<file path="config.mk">
export PLATFORM = sky130hd
export DESIGN_NAME = vgaTop
export DESIGN_NICKNAME = d
export VERILOG_FILES = /design/src/vgaBusPkg.sv /design/src/vgaVideoPkg.sv /design/src/timingConfigIf.sv /design/src/vgaRegisterBank.sv /design/src/vgaSyncGenerator.sv /design/src/vgaPixelFetch.sv /design/src/vgaTop.sv
export VERILOG_INCLUDE_DIRS = /design/src
export SDC_FILE = /design/constraint.sdc
export NUM_CORES = 1
export LEC_CHECK = 0
export ABC_AREA = 1
export BUFFER_PORTS_ARGS = -buffer_cell sky130_fd_sc_hd__clkbuf_2
export CORE_ASPECT_RATIO = 1.5
export CORE_MARGIN = 2
export CORE_UTILIZATION = 50
export CTS_CLUSTER_SIZE = 24
export DETAILED_ROUTE_END_ITERATION = 7
export PLACE_DENSITY = 0.83
export SYNTH_ARGS = -nofsm -noshare
export SYNTH_HDL_FRONTEND = slang
export SYNTH_SLANG_ARGS = --single-unit
export TNS_END_PERCENT = 10
</file>
<file path="constraint.sdc">
create_clock -name vga_clk -period 1.49 [get_ports vga_clk]
set_input_delay 0.0745 -clock vga_clk [delete_from_list [all_inputs] [get_ports vga_clk]]
set_output_delay 0.0745 -clock vga_clk [all_outputs]
set_load 0.02 [all_outputs]
</file>
<file path="src/vga_macros.svh">
`ifndef VGA_MACROS_SVH
`define VGA_MACROS_SVH

// Peripheral bus widths
`define VGA_BUS_ADDRESS_BITS 24
`define VGA_BUS_DATA_BITS 32
`define VGA_REG_OFFSET_BITS 12

// Frame buffer word address width
`define VGA_ADDRESS_BITS 13

// Register map, block select in address bits 23:12
`define VGA_CONFIG_BLOCK 12'h010
`define VGA_REG_H_VISIBLE 12'h000
`define VGA_REG_H_FRONT 12'h004
`define VGA_REG_H_SYNC 12'h008
`define VGA_REG_H_WHOLE 12'h00C
`define VGA_REG_V_VISIBLE 12'h010
`define VGA_REG_V_FRONT 12'h014
`define VGA_REG_V_SYNC 12'h018
`define VGA_REG_V_WHOLE 12'h01C
`define VGA_REG_CONFIG 12'h020

// Reset timing is 800x600 at 60 Hz
`define VGA_DEFAULT_H_VISIBLE 11'd799
`define VGA_DEFAULT_H_FRONT 11'd839
`define VGA_DEFAULT_H_SYNC 11'd967
`define VGA_DEFAULT_H_WHOLE 11'd1055
`define VGA_DEFAULT_V_VISIBLE 10'd599
`define VGA_DEFAULT_V_FRONT 10'd600
`define VGA_DEFAULT_V_SYNC 10'd604
`define VGA_DEFAULT_V_WHOLE 10'd627
`define VGA_DEFAULT_CONFIG 10'h0AA

// Raw mode address fields and colour fields per word
`define VGA_VERTICAL_BITS 7
`define VGA_HORIZONTAL_BITS 4
`define VGA_MAX_SUB_PIXEL 4

`endif

</file>
<file path="src/vgaBusPkg.sv">
`include "vga_macros.svh"

package vgaBusPkg;

	// Full peripheral bus address, block select plus offset
	typedef logic [`VGA_BUS_ADDRESS_BITS-1:0] busAddressT;

	// Register offset inside the config block
	typedef logic [`VGA_REG_OFFSET_BITS-1:0] regOffsetT;

	typedef logic [`VGA_BUS_DATA_BITS-1:0] busDataT;

	// One enable per byte lane of busDataT
	typedef logic [`VGA_BUS_DATA_BITS/8-1:0] byteSelectT;

endpackage

</file>
<file path="src/vgaVideoPkg.sv">
`include "vga_macros.svh"

package vgaVideoPkg;

	// Scan counters and the timing compare values
	typedef logic [10:0] hCountT;
	typedef logic [9:0] vCountT;

	// Stretch factor minus one
	typedef logic [3:0] pixelSizeT;

	// Codes 2 and 3 are reported as raw by the register bank
	typedef enum logic [1:0] {
		drawModeRaw = 2'd0,
		drawModeTight = 2'd1
	} drawModeE;

	// Bits 3:0 horizontal size, 7:4 vertical size, 9:8 draw mode
	typedef logic [9:0] displayConfigT;

	typedef logic [2:0] subPixelT;
	typedef logic [17:0] wordIndexT;
	typedef logic [`VGA_ADDRESS_BITS-1:0] memAddressT;
	typedef logic [31:0] memWordT;

	// b in 5:4, g in 3:2, r in 1:0
	typedef logic [5:0] pixelColourT;

endpackage

</file>
<file path="src/timingConfigIf.sv">
`timescale 1ns/1ps

interface timingConfigIf;

	vgaVideoPkg::hCountT hVisible;
	vgaVideoPkg::hCountT hFront;
	vgaVideoPkg::hCountT hSync;
	vgaVideoPkg::hCountT hWhole;

	// Vertical values are in lines
	vgaVideoPkg::vCountT vVisible;
	vgaVideoPkg::vCountT vFront;
	vgaVideoPkg::vCountT vSync;
	vgaVideoPkg::vCountT vWhole;

	modport registers (
		output hVisible, hFront, hSync, hWhole,
		output vVisible, vFront, vSync, vWhole
	);

	modport timing (
		input hVisible, hFront, hSync, hWhole,
		input vVisible, vFront, vSync, vWhole
	);

endinterface

</file>
<file path="src/vgaRegisterBank.sv">
`timescale 1ns/1ps
`include "vga_macros.svh"

module vgaRegisterBank (
	input logic vga_clk,
	input logic reset,
	input logic peripheralBus_we,
	input logic peripheralBus_oe,
	input vgaBusPkg::busAddressT peripheralBus_address,
	input vgaBusPkg::byteSelectT peripheralBus_byteSelect,
	input vgaBusPkg::busDataT peripheralBus_dataWrite,
	output vgaBusPkg::busDataT peripheralBus_dataRead,
	output logic requestOutput,
	output vgaVideoPkg::pixelSizeT horizontalPixelSize,
	output vgaVideoPkg::pixelSizeT verticalPixelSize,
	output vgaVideoPkg::drawModeE drawMode,
	timingConfigIf.registers timing
);

	vgaVideoPkg::hCountT hVisibleReg, hFrontReg, hSyncReg, hWholeReg;
	vgaVideoPkg::vCountT vVisibleReg, vFrontReg, vSyncReg, vWholeReg;
	vgaVideoPkg::displayConfigT configReg;
	logic blockSelected;
	vgaBusPkg::regOffsetT offset;

	assign blockSelected = peripheralBus_address[23:12] == `VGA_CONFIG_BLOCK;
	assign offset = peripheralBus_address[11:0];

	// Merge enabled byte lanes into the current value
	function automatic vgaBusPkg::busDataT maskedWrite(input vgaBusPkg::busDataT current);
		vgaBusPkg::busDataT result;
		result = current;
		for (int lane = 0; lane < $bits(vgaBusPkg::byteSelectT); lane++) begin
			if (peripheralBus_byteSelect[lane])
				result[lane*8 +: 8] = peripheralBus_dataWrite[lane*8 +: 8];
		end
		return result;
	endfunction

	always_ff @(posedge vga_clk) begin
		if (reset) begin
			hVisibleReg <= `VGA_DEFAULT_H_VISIBLE;
			hFrontReg <= `VGA_DEFAULT_H_FRONT;
			hSyncReg <= `VGA_DEFAULT_H_SYNC;
			hWholeReg <= `VGA_DEFAULT_H_WHOLE;
			vVisibleReg <= `VGA_DEFAULT_V_VISIBLE;
			vFrontReg <= `VGA_DEFAULT_V_FRONT;
			vSyncReg <= `VGA_DEFAULT_V_SYNC;
			vWholeReg <= `VGA_DEFAULT_V_WHOLE;
			configReg <= `VGA_DEFAULT_CONFIG;
		end else if (peripheralBus_we && blockSelected) begin
			// Upper bits of each merged word fall away in the cast
			case (offset)
				`VGA_REG_H_VISIBLE: hVisibleReg <= vgaVideoPkg::hCountT'(maskedWrite(32'(hVisibleReg)));
				`VGA_REG_H_FRONT: hFrontReg <= vgaVideoPkg::hCountT'(maskedWrite(32'(hFrontReg)));
				`VGA_REG_H_SYNC: hSyncReg <= vgaVideoPkg::hCountT'(maskedWrite(32'(hSyncReg)));
				`VGA_REG_H_WHOLE: hWholeReg <= vgaVideoPkg::hCountT'(maskedWrite(32'(hWholeReg)));
				`VGA_REG_V_VISIBLE: vVisibleReg <= vgaVideoPkg::vCountT'(maskedWrite(32'(vVisibleReg)));
				`VGA_REG_V_FRONT: vFrontReg <= vgaVideoPkg::vCountT'(maskedWrite(32'(vFrontReg)));
				`VGA_REG_V_SYNC: vSyncReg <= vgaVideoPkg::vCountT'(maskedWrite(32'(vSyncReg)));
				`VGA_REG_V_WHOLE: vWholeReg <= vgaVideoPkg::vCountT'(maskedWrite(32'(vWholeReg)));
				`VGA_REG_CONFIG: configReg <= vgaVideoPkg::displayConfigT'(maskedWrite(32'(configReg)));
				default: ;
			endcase
		end
	end

	// Read-back is combinational, all ones when nothing answers
	always_comb begin
		requestOutput = 1'b0;
		peripheralBus_dataRead = '1;
		if (peripheralBus_oe && blockSelected) begin
			requestOutput = 1'b1;
			case (offset)
				`VGA_REG_H_VISIBLE: peripheralBus_dataRead = 32'(hVisibleReg);
				`VGA_REG_H_FRONT: peripheralBus_dataRead = 32'(hFrontReg);
				`VGA_REG_H_SYNC: peripheralBus_dataRead = 32'(hSyncReg);
				`VGA_REG_H_WHOLE: peripheralBus_dataRead = 32'(hWholeReg);
				`VGA_REG_V_VISIBLE: peripheralBus_dataRead = 32'(vVisibleReg);
				`VGA_REG_V_FRONT: peripheralBus_dataRead = 32'(vFrontReg);
				`VGA_REG_V_SYNC: peripheralBus_dataRead = 32'(vSyncReg);
				`VGA_REG_V_WHOLE: peripheralBus_dataRead = 32'(vWholeReg);
				`VGA_REG_CONFIG: peripheralBus_dataRead = 32'(configReg);
				default: requestOutput = 1'b0;
			endcase
		end
	end

	assign timing.hVisible = hVisibleReg;
	assign timing.hFront = hFrontReg;
	assign timing.hSync = hSyncReg;
	assign timing.hWhole = hWholeReg;
	assign timing.vVisible = vVisibleReg;
	assign timing.vFront = vFrontReg;
	assign timing.vSync = vSyncReg;
	assign timing.vWhole = vWholeReg;

	assign horizontalPixelSize = configReg[3:0];
	assign verticalPixelSize = configReg[7:4];

	// Palette and sprite codes fall back to raw
	assign drawMode = (configReg[9:8] == 2'd1) ? vgaVideoPkg::drawModeTight
		: vgaVideoPkg::drawModeRaw;

endmodule

</file>
<file path="src/vgaSyncGenerator.sv">
`timescale 1ns/1ps

module vgaSyncGenerator (
	input logic vga_clk,
	input logic reset,
	timingConfigIf.timing timing,
	output logic lineEnd,
	output logic inHorizontalVisible,
	output logic inVerticalVisible,
	output logic vga_hsync,
	output logic vga_vsync
);

	vgaVideoPkg::hCountT hCount;
	vgaVideoPkg::vCountT vCount;
	logic frameEnd;

	assign lineEnd = hCount == timing.hWhole;
	assign frameEnd = vCount == timing.vWhole;

	// Pixel clock counter, a line is hWhole+1 clocks
	always_ff @(posedge vga_clk) begin
		if (reset) begin
			hCount <= '0;
			inHorizontalVisible <= 1'b1;
			vga_hsync <= 1'b1;
		end else begin
			if (lineEnd)
				hCount <= '0;
			else
				hCount <= hCount + 1'b1;

			if (hCount == timing.hVisible)
				inHorizontalVisible <= 1'b0;
			else if (lineEnd)
				inHorizontalVisible <= 1'b1;

			// Sync is active low between front porch end and pulse end
			if (hCount == timing.hFront)
				vga_hsync <= 1'b0;
			else if (hCount == timing.hSync)
				vga_hsync <= 1'b1;
		end
	end

	// Line counter, same compares but only at the end of each line
	always_ff @(posedge vga_clk) begin
		if (reset) begin
			vCount <= '0;
			inVerticalVisible <= 1'b1;
			vga_vsync <= 1'b1;
		end else if (lineEnd) begin
			if (frameEnd)
				vCount <= '0;
			else
				vCount <= vCount + 1'b1;

			if (vCount == timing.vVisible)
				inVerticalVisible <= 1'b0;
			else if (frameEnd)
				inVerticalVisible <= 1'b1;

			if (vCount == timing.vFront)
				vga_vsync <= 1'b0;
			else if (vCount == timing.vSync)
				vga_vsync <= 1'b1;
		end
	end

endmodule

</file>
<file path="src/vgaPixelFetch.sv">
`timescale 1ns/1ps
`include "vga_macros.svh"

module vgaPixelFetch (
	input logic vga_clk,
	input logic reset,
	input logic inHorizontalVisible,
	input logic inVerticalVisible,
	input logic lineEnd,
	input vgaVideoPkg::pixelSizeT horizontalPixelSize,
	input vgaVideoPkg::pixelSizeT verticalPixelSize,
	input vgaVideoPkg::drawModeE drawMode,
	input vgaVideoPkg::memWordT vga_data,
	output vgaVideoPkg::memAddressT vga_address,
	output vgaVideoPkg::pixelColourT pixelColour
);

	vgaVideoPkg::pixelSizeT hStretch;
	vgaVideoPkg::pixelSizeT vStretch;
	vgaVideoPkg::subPixelT fieldIndex;
	vgaVideoPkg::hCountT hWord;
	vgaVideoPkg::vCountT row;
	vgaVideoPkg::wordIndexT wordIndex;
	vgaVideoPkg::memAddressT rawAddress;
	vgaVideoPkg::memAddressT tightAddress;
	logic fieldDone;
	logic wordDone;

	assign fieldDone = hStretch == horizontalPixelSize;
	assign wordDone = fieldDone && (fieldIndex == vgaVideoPkg::subPixelT'(`VGA_MAX_SUB_PIXEL));

	// Horizontal stepping, each field held for horizontalPixelSize+1 clocks
	always_ff @(posedge vga_clk) begin
		if (reset || !inHorizontalVisible) begin
			hStretch <= '0;
			fieldIndex <= '0;
			hWord <= '0;
		end else if (fieldDone) begin
			hStretch <= '0;
			if (wordDone) begin
				fieldIndex <= '0;
				hWord <= hWord + 1'b1;
			end else begin
				fieldIndex <= fieldIndex + 1'b1;
			end
		end else begin
			hStretch <= hStretch + 1'b1;
		end
	end

	// Running word index for tight mode, held through horizontal blanking
	always_ff @(posedge vga_clk) begin
		if (reset || !inVerticalVisible)
			wordIndex <= '0;
		else if (inHorizontalVisible && wordDone)
			wordIndex <= wordIndex + 1'b1;
	end

	// Row advances once per verticalPixelSize+1 lines
	always_ff @(posedge vga_clk) begin
		if (reset || !inVerticalVisible) begin
			row <= '0;
			vStretch <= '0;
		end else if (lineEnd) begin
			if (vStretch == verticalPixelSize) begin
				row <= row + 1'b1;
				vStretch <= '0;
			end else begin
				vStretch <= vStretch + 1'b1;
			end
		end
	end

	// Word addresses, low two bits select a byte so they stay zero
	assign rawAddress = {row[`VGA_VERTICAL_BITS-1:0], hWord[`VGA_HORIZONTAL_BITS-1:0], 2'b00};
	assign tightAddress = {wordIndex[`VGA_ADDRESS_BITS-3:0], 2'b00};

	always_ff @(posedge vga_clk) begin
		case (drawMode)
			vgaVideoPkg::drawModeTight: vga_address <= tightAddress;
			default: vga_address <= rawAddress;
		endcase
	end

	// Field 0 sits in the lowest bits of the word
	always_comb begin
		case (fieldIndex)
			3'd0: pixelColour = vga_data[5:0];
			3'd1: pixelColour = vga_data[11:6];
			3'd2: pixelColour = vga_data[17:12];
			3'd3: pixelColour = vga_data[23:18];
			3'd4: pixelColour = vga_data[29:24];
			default: pixelColour = vga_data[5:0];
		endcase
	end

endmodule

</file>
<file path="src/vgaTop.sv">
`timescale 1ns/1ps

module vgaTop (
	input logic vga_clk,
	input logic reset,
	input logic peripheralBus_we,
	input logic peripheralBus_oe,
	input vgaBusPkg::busAddressT peripheralBus_address,
	input vgaBusPkg::byteSelectT peripheralBus_byteSelect,
	input vgaBusPkg::busDataT peripheralBus_dataWrite,
	output vgaBusPkg::busDataT peripheralBus_dataRead,
	output logic requestOutput,
	output vgaVideoPkg::memAddressT vga_address,
	input vgaVideoPkg::memWordT vga_data,
	output logic [1:0] vga_r,
	output logic [1:0] vga_g,
	output logic [1:0] vga_b,
	output logic vga_hsync,
	output logic vga_vsync
);

	vgaVideoPkg::pixelSizeT horizontalPixelSize;
	vgaVideoPkg::pixelSizeT verticalPixelSize;
	vgaVideoPkg::drawModeE drawMode;
	vgaVideoPkg::pixelColourT pixelColour;
	logic inHorizontalVisible;
	logic inVerticalVisible;
	logic lineEnd;

	timingConfigIf timingBus ();

	vgaRegisterBank u_registerBank (
		.vga_clk(vga_clk),
		.reset(reset),
		.peripheralBus_we(peripheralBus_we),
		.peripheralBus_oe(peripheralBus_oe),
		.peripheralBus_address(peripheralBus_address),
		.peripheralBus_byteSelect(peripheralBus_byteSelect),
		.peripheralBus_dataWrite(peripheralBus_dataWrite),
		.peripheralBus_dataRead(peripheralBus_dataRead),
		.requestOutput(requestOutput),
		.horizontalPixelSize(horizontalPixelSize),
		.verticalPixelSize(verticalPixelSize),
		.drawMode(drawMode),
		.timing(timingBus.registers)
	);

	vgaSyncGenerator u_syncGenerator (
		.vga_clk(vga_clk),
		.reset(reset),
		.timing(timingBus.timing),
		.lineEnd(lineEnd),
		.inHorizontalVisible(inHorizontalVisible),
		.inVerticalVisible(inVerticalVisible),
		.vga_hsync(vga_hsync),
		.vga_vsync(vga_vsync)
	);

	vgaPixelFetch u_pixelFetch (
		.vga_clk(vga_clk),
		.reset(reset),
		.inHorizontalVisible(inHorizontalVisible),
		.inVerticalVisible(inVerticalVisible),
		.lineEnd(lineEnd),
		.horizontalPixelSize(horizontalPixelSize),
		.verticalPixelSize(verticalPixelSize),
		.drawMode(drawMode),
		.vga_data(vga_data),
		.vga_address(vga_address),
		.pixelColour(pixelColour)
	);

	// 2 bits per channel
	assign vga_r = pixelColour[1:0];
	assign vga_g = pixelColour[3:2];
	assign vga_b = pixelColour[5:4];

endmodule

</file>
Word-level counts from Yosys, hierarchy flattened
Index checks and enable logic that the tools add are counted.
{ "classes": {"n_addsub": 8, "eq_ne": 25, "n_mux": 18, "n_reduce_logical": 38} }
{ "op_table": {"columns": ["operator", "count"], "rows": [
  ["one-hot mux 32 bit (9 select lines)", 1],
  ["equality test 12 x 5 -> 1 bit (second input constant)", 5],
  ["AND reduction 3 bit", 18],
  ["equality test 11 bit", 4],
  ["equality test 10 bit", 4],
  ["2-to-1 mux 32 bit", 1],
  ["equality test 12 x 4 -> 1 bit (second input constant)", 2],
  ["one-hot mux 6 bit (4 select lines)", 1],
  ["adder 11 x 1 -> 11 bit (second input constant)", 2],
  ["adder 10 x 1 -> 10 bit (second input constant)", 2],
  ["adder 18 x 1 -> 18 bit (second input constant)", 1],
  ["2-to-1 mux 13 bit", 1],
  ["equality test 12 x 3 -> 1 bit (second input constant)", 1],
  ["equality test 12 x 6 -> 1 bit (second input constant)", 1],
  ["logical NOT 12 bit", 1],
  ["2-to-1 mux 1 bit", 11],
  ["2-to-1 mux 10 bit", 1],
  ["OR reduction 9 bit", 1],
  ["adder 4 x 1 -> 4 bit (second input constant)", 2],
  ["equality test 4 bit", 2],
  ["AND reduction 2 bit", 4],
  ["nonzero test 2 bit", 4],
  ["equality test 3 x 2 -> 1 bit (second input constant)", 2],
  ["logical AND 1 bit", 4],
  ["other kinds (10)", 13]
]} }
{ "totals": {"ff_bits": 182, "inputBits": 96, "output_inout_bits": 54, "wordCells": 120} }

Logic depth before layout (Yosys ltp)
{ "logic_depth": {"ltp_word": 4, "ltp_mapped": 13, "mapped_depth_nobuf": 12} }

Cells and area by module
Synthesis repeated with hierarchy kept, for this count alone.
{ "unflattened": {"cells_unflattened": 1561, "hier_area_um2": 10073.4} }
{ "modules_own_cells": {"columns": ["module", "instances", "cells_each", "area_per_inst_um2", "seq_area_each_um2"], "rows": [
  ["vgaRegisterBank", 1, 805, 5141.2, 1881.8],
  ["vgaSyncGenerator", 1, 405, 2519.9, 500.5],
  ["vgaPixelFetch", 1, 351, 2412.3, 880.8]
]} }

Worst setup path before layout
Ideal clock, no wire load.
{ "synth_path": {"kind": "input to output", "from": "in peripheralBus_address[6]", "to": "out peripheralBus_dataRead[10]", "t_arrival_ns": 1.693, "required_ns": 1.416, "slack_ns": -0.277, "cell_stages": 11, "n_path_buf": 1, "path_cell_list": "inv_1 nand2_2 nor2_1 nand3_1 nand2_1 nor2_1 nand3_1 nand2_1 inv_2 buf_6 nand2_1"} }
{ "synth_via": {"elab_chain_cells": 3, "elab_cells_between_ends": 11, "classes_between": "eq/ne: 8; mux: 2; reduce/logical: 1"} }
{ "synth_rtl": {"columns": ["element", "line", "text"], "rows": [
  ["start, declared", "vgaTop.sv:8", "input vgaBusPkg::busAddressT peripheralBus_address,"],
  ["equality test 12 x 6 -> 1 bit (tied with other cells)", "vgaRegisterBank.sv:74", "case (offset)"],
  ["one-hot mux 32 bit (9 select lines) *", "vgaRegisterBank.sv:74", null],
  ["2-to-1 mux 32 bit *", "vgaRegisterBank.sv:72", "if (peripheralBus_oe && blockSelected) begin"],
  ["end, declared", "vgaTop.sv:11", "output vgaBusPkg::busDataT peripheralBus_dataRead,"]
]} }
Mark *: on every way between the ends. The rest lies on a longest branch, timed or not.

Worst setup path after layout
{ "layout_path": {"from": "reg u_pixelFetch.fieldIndex[0]", "to": "out vga_r[0]"} }
{ "layout_via": {"elab_chain_cells": 2, "elab_cells_between_ends": 5, "classes_between": "eq/ne: 4; mux: 1"} }
{ "layout_rtl": {"columns": ["element", "line", "text"], "rows": [
  ["start, declared", "vgaPixelFetch.sv:20", "vgaVideoPkg::subPixelT fieldIndex;"],
  ["start signal, assigned", "vgaPixelFetch.sv:44", "fieldIndex <= fieldIndex + 1'b1;"],
  ["equality test 3 bit (tied with other cells)", "vgaPixelFetch.sv:87", "case (fieldIndex)"],
  ["one-hot mux 6 bit (4 select lines) *", "vgaPixelFetch.sv:87", null],
  ["end, declared", "vgaTop.sv:15", "output logic [1:0] vga_r,"]
]} }
Marks and branches as above.

==> flow_metrics.tcl <==
set metrics [dict create \
    async_flop_share_pct 0 \
    peakVddDrop_mv 0.7432 \
    slew_violations 0 \
    ys_seq_area_share_pct 33.81 \
    hold_class "input port to register" \
    yosysWarningCount 0 \
    row_count 62 \
    n_fill_cell 1680 \
    period_share_pct 136.5 \
    crit_path_end "vga_r[0]" \
    wl_per_cell_um 16.89 \
    place_area_sq_mm 0.01126 \
    path_clk_slew_ps 70 \
    track_usage_pct 31.95 \
    worst_slack_ps -544.2 \
    cp-end-kind "output pin" \
    antenna_left 0 \
    numClockSinks 163 \
    required_ps 1420 \
    startpoint_type "register" \
    outcome "finished, violations left" \
    area.sequential_sq_mm 0.003299 \
    rsz0062_at_grt "true" \
    design_area_sq_mm 0.01230 \
    p_leak_nw 5.847 \
    hold_start "peripheralBus_dataWrite[8]" \
    tns_ps -5401 \
    fin_cells 1958 \
    gp_congestion 1.045 \
    die_x_um 117.4 \
    core-area_sq_mm 0.01901 \
    grt_pass1_wl_mm 51.83 \
    violations "negative setup slack" \
    ff2ff_setup_slack_ps -90 \
    dp_hpwl_mm 25.14 \
    cts_tree "done" \
    portBuffers 122 \
    grt-ovfl-total 0 \
    fin_skew_ps 11.51 \
    path_class "register to output pin" \
    reg2reg_depth 12 \
    synth_area_leaders "dfxtp_1 (34%), nand2_1 (17%), nor2_1 (7.2%)" \
    critPathMaxFanout 6 \
    yosysTopAreaCellShare_pct 33.81 \
    critical_path_depth 8 \
    n_antenna_cell 0 \
    powerDensity_mw_per_mm2 747.3 \
    crit_path_top_delay_cell "nor4_4" \
    max_freq_mhz 491.6 \
    grt_pass1_vias 10290 \
    io_pins 150 \
    clockRootBuffer "clkbuf_16" \
    grt_max_degree 44 \
    die_y_um 174.2 \
    die_area_sq_mm 0.02045 \
    synth_ff_type "dfxtp_1" \
    setup_violations 42 \
    rr_endpoint "u_pixelFetch.row[0]" \
    synth-seq-cells 163 \
    drt_wl_total_mm 33.08 \
    cp_top_family "simple AND/OR/NAND/NOR gates" \
    finalPower_mw 9.188 \
    r2r-start "u_syncGenerator.hCount[6]" \
    hold_violations 0 \
    cp_cell_sequence "inv_4, ha_2, inv_2, nor2_4, nor4_4, nand2_1, nand2_1, clkbuf_8" \
    nets 1797 \
    drv_cap 0 \
    synth_edf_count 0 \
    h-tree-depth 4 \
    synthCells 1487 \
    via_count 10670 \
    multiInputGateArea_sq_mm 0.005710 \
    synth_cell_types 40 \
    critPathArrivalTime_ps 1960 \
    crit_path_start "u_pixelFetch.fieldIndex[0]" \
    area_growth_pct 27.39 \
    clk-insertion-delay-late_ps 440 \
    via_per_inst 5.450 \
    clockBufferDepth 2 \
    hold_path_depth 3 \
    remaining_drc_errors 0 \
    layout_min_cycle_time_ps 2034 \
    numCtsBuffers 17 \
    critPathMaxStageDelay_ps 420 \
    antenna_found_initial 0 \
    critPathBufInv 3 \
    synth_top_area_cell "dfxtp_1" \
    place_inst 1918 \
    dr.pass1.iters 5 \
    syn_area_per_cell_sq_um 6.491 \
    drtIter0Drc 901 \
    start_util_pct 50.78 \
    cp_common_cell "nand2_1" \
    layout-drive-gt1-share_pct 26.15 \
    syn_area_sq_mm 0.009652 \
]
[worst min path at each step]
stage / end / slack (ps)
floorplan: u_registerBank.timing.hFront[0] / 200
global placement: u_registerBank.timing.hVisible[10] / 340
detailed placement: u_registerBank.timing.hVisible[10] / 350
CTS: u_registerBank.timing.hSync[8] / 2
global route: u_syncGenerator.vCount[8] / 20
finish: u_registerBank.timing.hSync[8] / 9
[final cells by class]
type,count,share of cell area (%)
clock inverters,13,0.9769
well taps,256,2.605
flip-flops and latches,163,26.83
repair buffers,263,15.18
clock buffers,19,3.521
inverters,142,4.437
multi-input cells,1102,46.44
[worst min-delay path: cells and delay by family]
family / cells / cell delay, ps
and+or+nand+nor: 2 / 140
buffers and inverters: 1 / 210
[kinds of logic after synthesis]
logic type | after synthesis | share of synthesized area, %
AND/OR/NAND/NOR | 873 | 39.67
multiplexers | 1 | 0.1167
flip-flops | 163 | 33.81
adder cells (fa/ha/maj) | 12 | 1.556
AO/OA/AOI/OAI | 147 | 8.530
other | 1 | 0.03885
XOR/XNOR | 66 | 5.989
buffers and inverters | 224 | 10.29
[repair_timing]
| action | CTS | global route |
|---|---|---|
| resized for setup | 68 | 74 |
| buffers inserted | 2 | 4 |
| hold buffers | 1 | 0 |
| endpoints found under the setup margin | 67 | 91 |
| cloned | 0 | 1 |
| endpoints found under the hold margin | 1 | 0 |
| pin swaps | 11 | 22 |
[cells in the mapped netlist, types with 2 or more instances]
master / n
a21oi_1: 47
nor2_8: 2
nor2_1: 186
dfxtp_1: 163
nand2_2: 8
nor3_1: 20
nand3_1: 132
nand3_2: 4
nor2_4: 9
inv_2: 14
buf_4: 29
a221oi_1: 6
nor4_1: 3
ha_1: 12
buf_2: 25
a22o_1: 6
nand4_1: 48
clkinv_1: 3
inv_1: 125
o21ai_1: 4
clkbuf_2: 4
clkbuf_1: 23
xnor2_1: 22
o211ai_1: 13
nand2_1: 434
nor3b_1: 3
o21ai_0: 65
xor2_1: 44
or2_2: 8
nor2_2: 12
o22ai_1: 4
[metal layers]
metal / vias up / GRT usage (%) / share of wire [%]
met4: 0 / 28.26 / 9.8
met3: 194 / 5.151 / 5.7
met5: - / 0 / 0
met1: 4850 / 32.39 / 35
li1: 5168 / - / -
met2: 459 / 56.34 / 50
[flip-flops by register name, indices dropped and copies added, names as in the netlist, 11 cells and up]
register                        count
u_pixelFetch.vga_address           11
u_pixelFetch.wordIndex             11
u_registerBank.timing.hFront       11
u_registerBank.timing.hSync        11
u_registerBank.timing.hVisible     11
u_registerBank.timing.hWhole       11
u_syncGenerator.hCount             11
[layout by cell type (no fill, tap or decap), types with 5 or more instances in the layout]
master / n
clkbuf_2: 107
nand2_1: 419
nand2_2: 19
dfxtp_1: 138
or2_2: 8
nand3_2: 5
nor3_1: 18
nand4_1: 48
xnor2_1: 19
nor2_2: 25
buf_12: 9
xor2_1: 44
inv_1: 117
a21oi_1: 44
clkbuf_8: 6
nor2_1: 165
buf_2: 9
nand3_1: 130
o211ai_1: 13
ha_1: 8
buf_4: 123
dfxtp_2: 23
clkbuf_16: 17
clkinv_4: 5
o21ai_0: 61
buf_6: 8
a22o_1: 6
o21ai_1: 6
inv_2: 19
nor2_4: 17
[power by group]
part	total, mW	leakage, nW	switching [mW]	internal, mW
logic	0.598	4.26	0.368	0.230
registers	4.39	1.32	0.0195	4.37
clock network	4.21	0.260	2.02	2.19
total	9.19	5.85	2.41	6.78
[through the flow]
step           hold WS, ps  utilization, %  setup slack [ps]
3_3_place_gp         344.9           59.27            -215.4
3_5_place_dp         351.2           59.27            -303.3
6_report             9.307           64.69            -544.2
4_1_cts              1.997           63.34            -487.3
2_1_floorplan        200.8               -            -2.163
5_1_grt              19.77           64.69            -609.9
(Power assumes the default switching activity.)
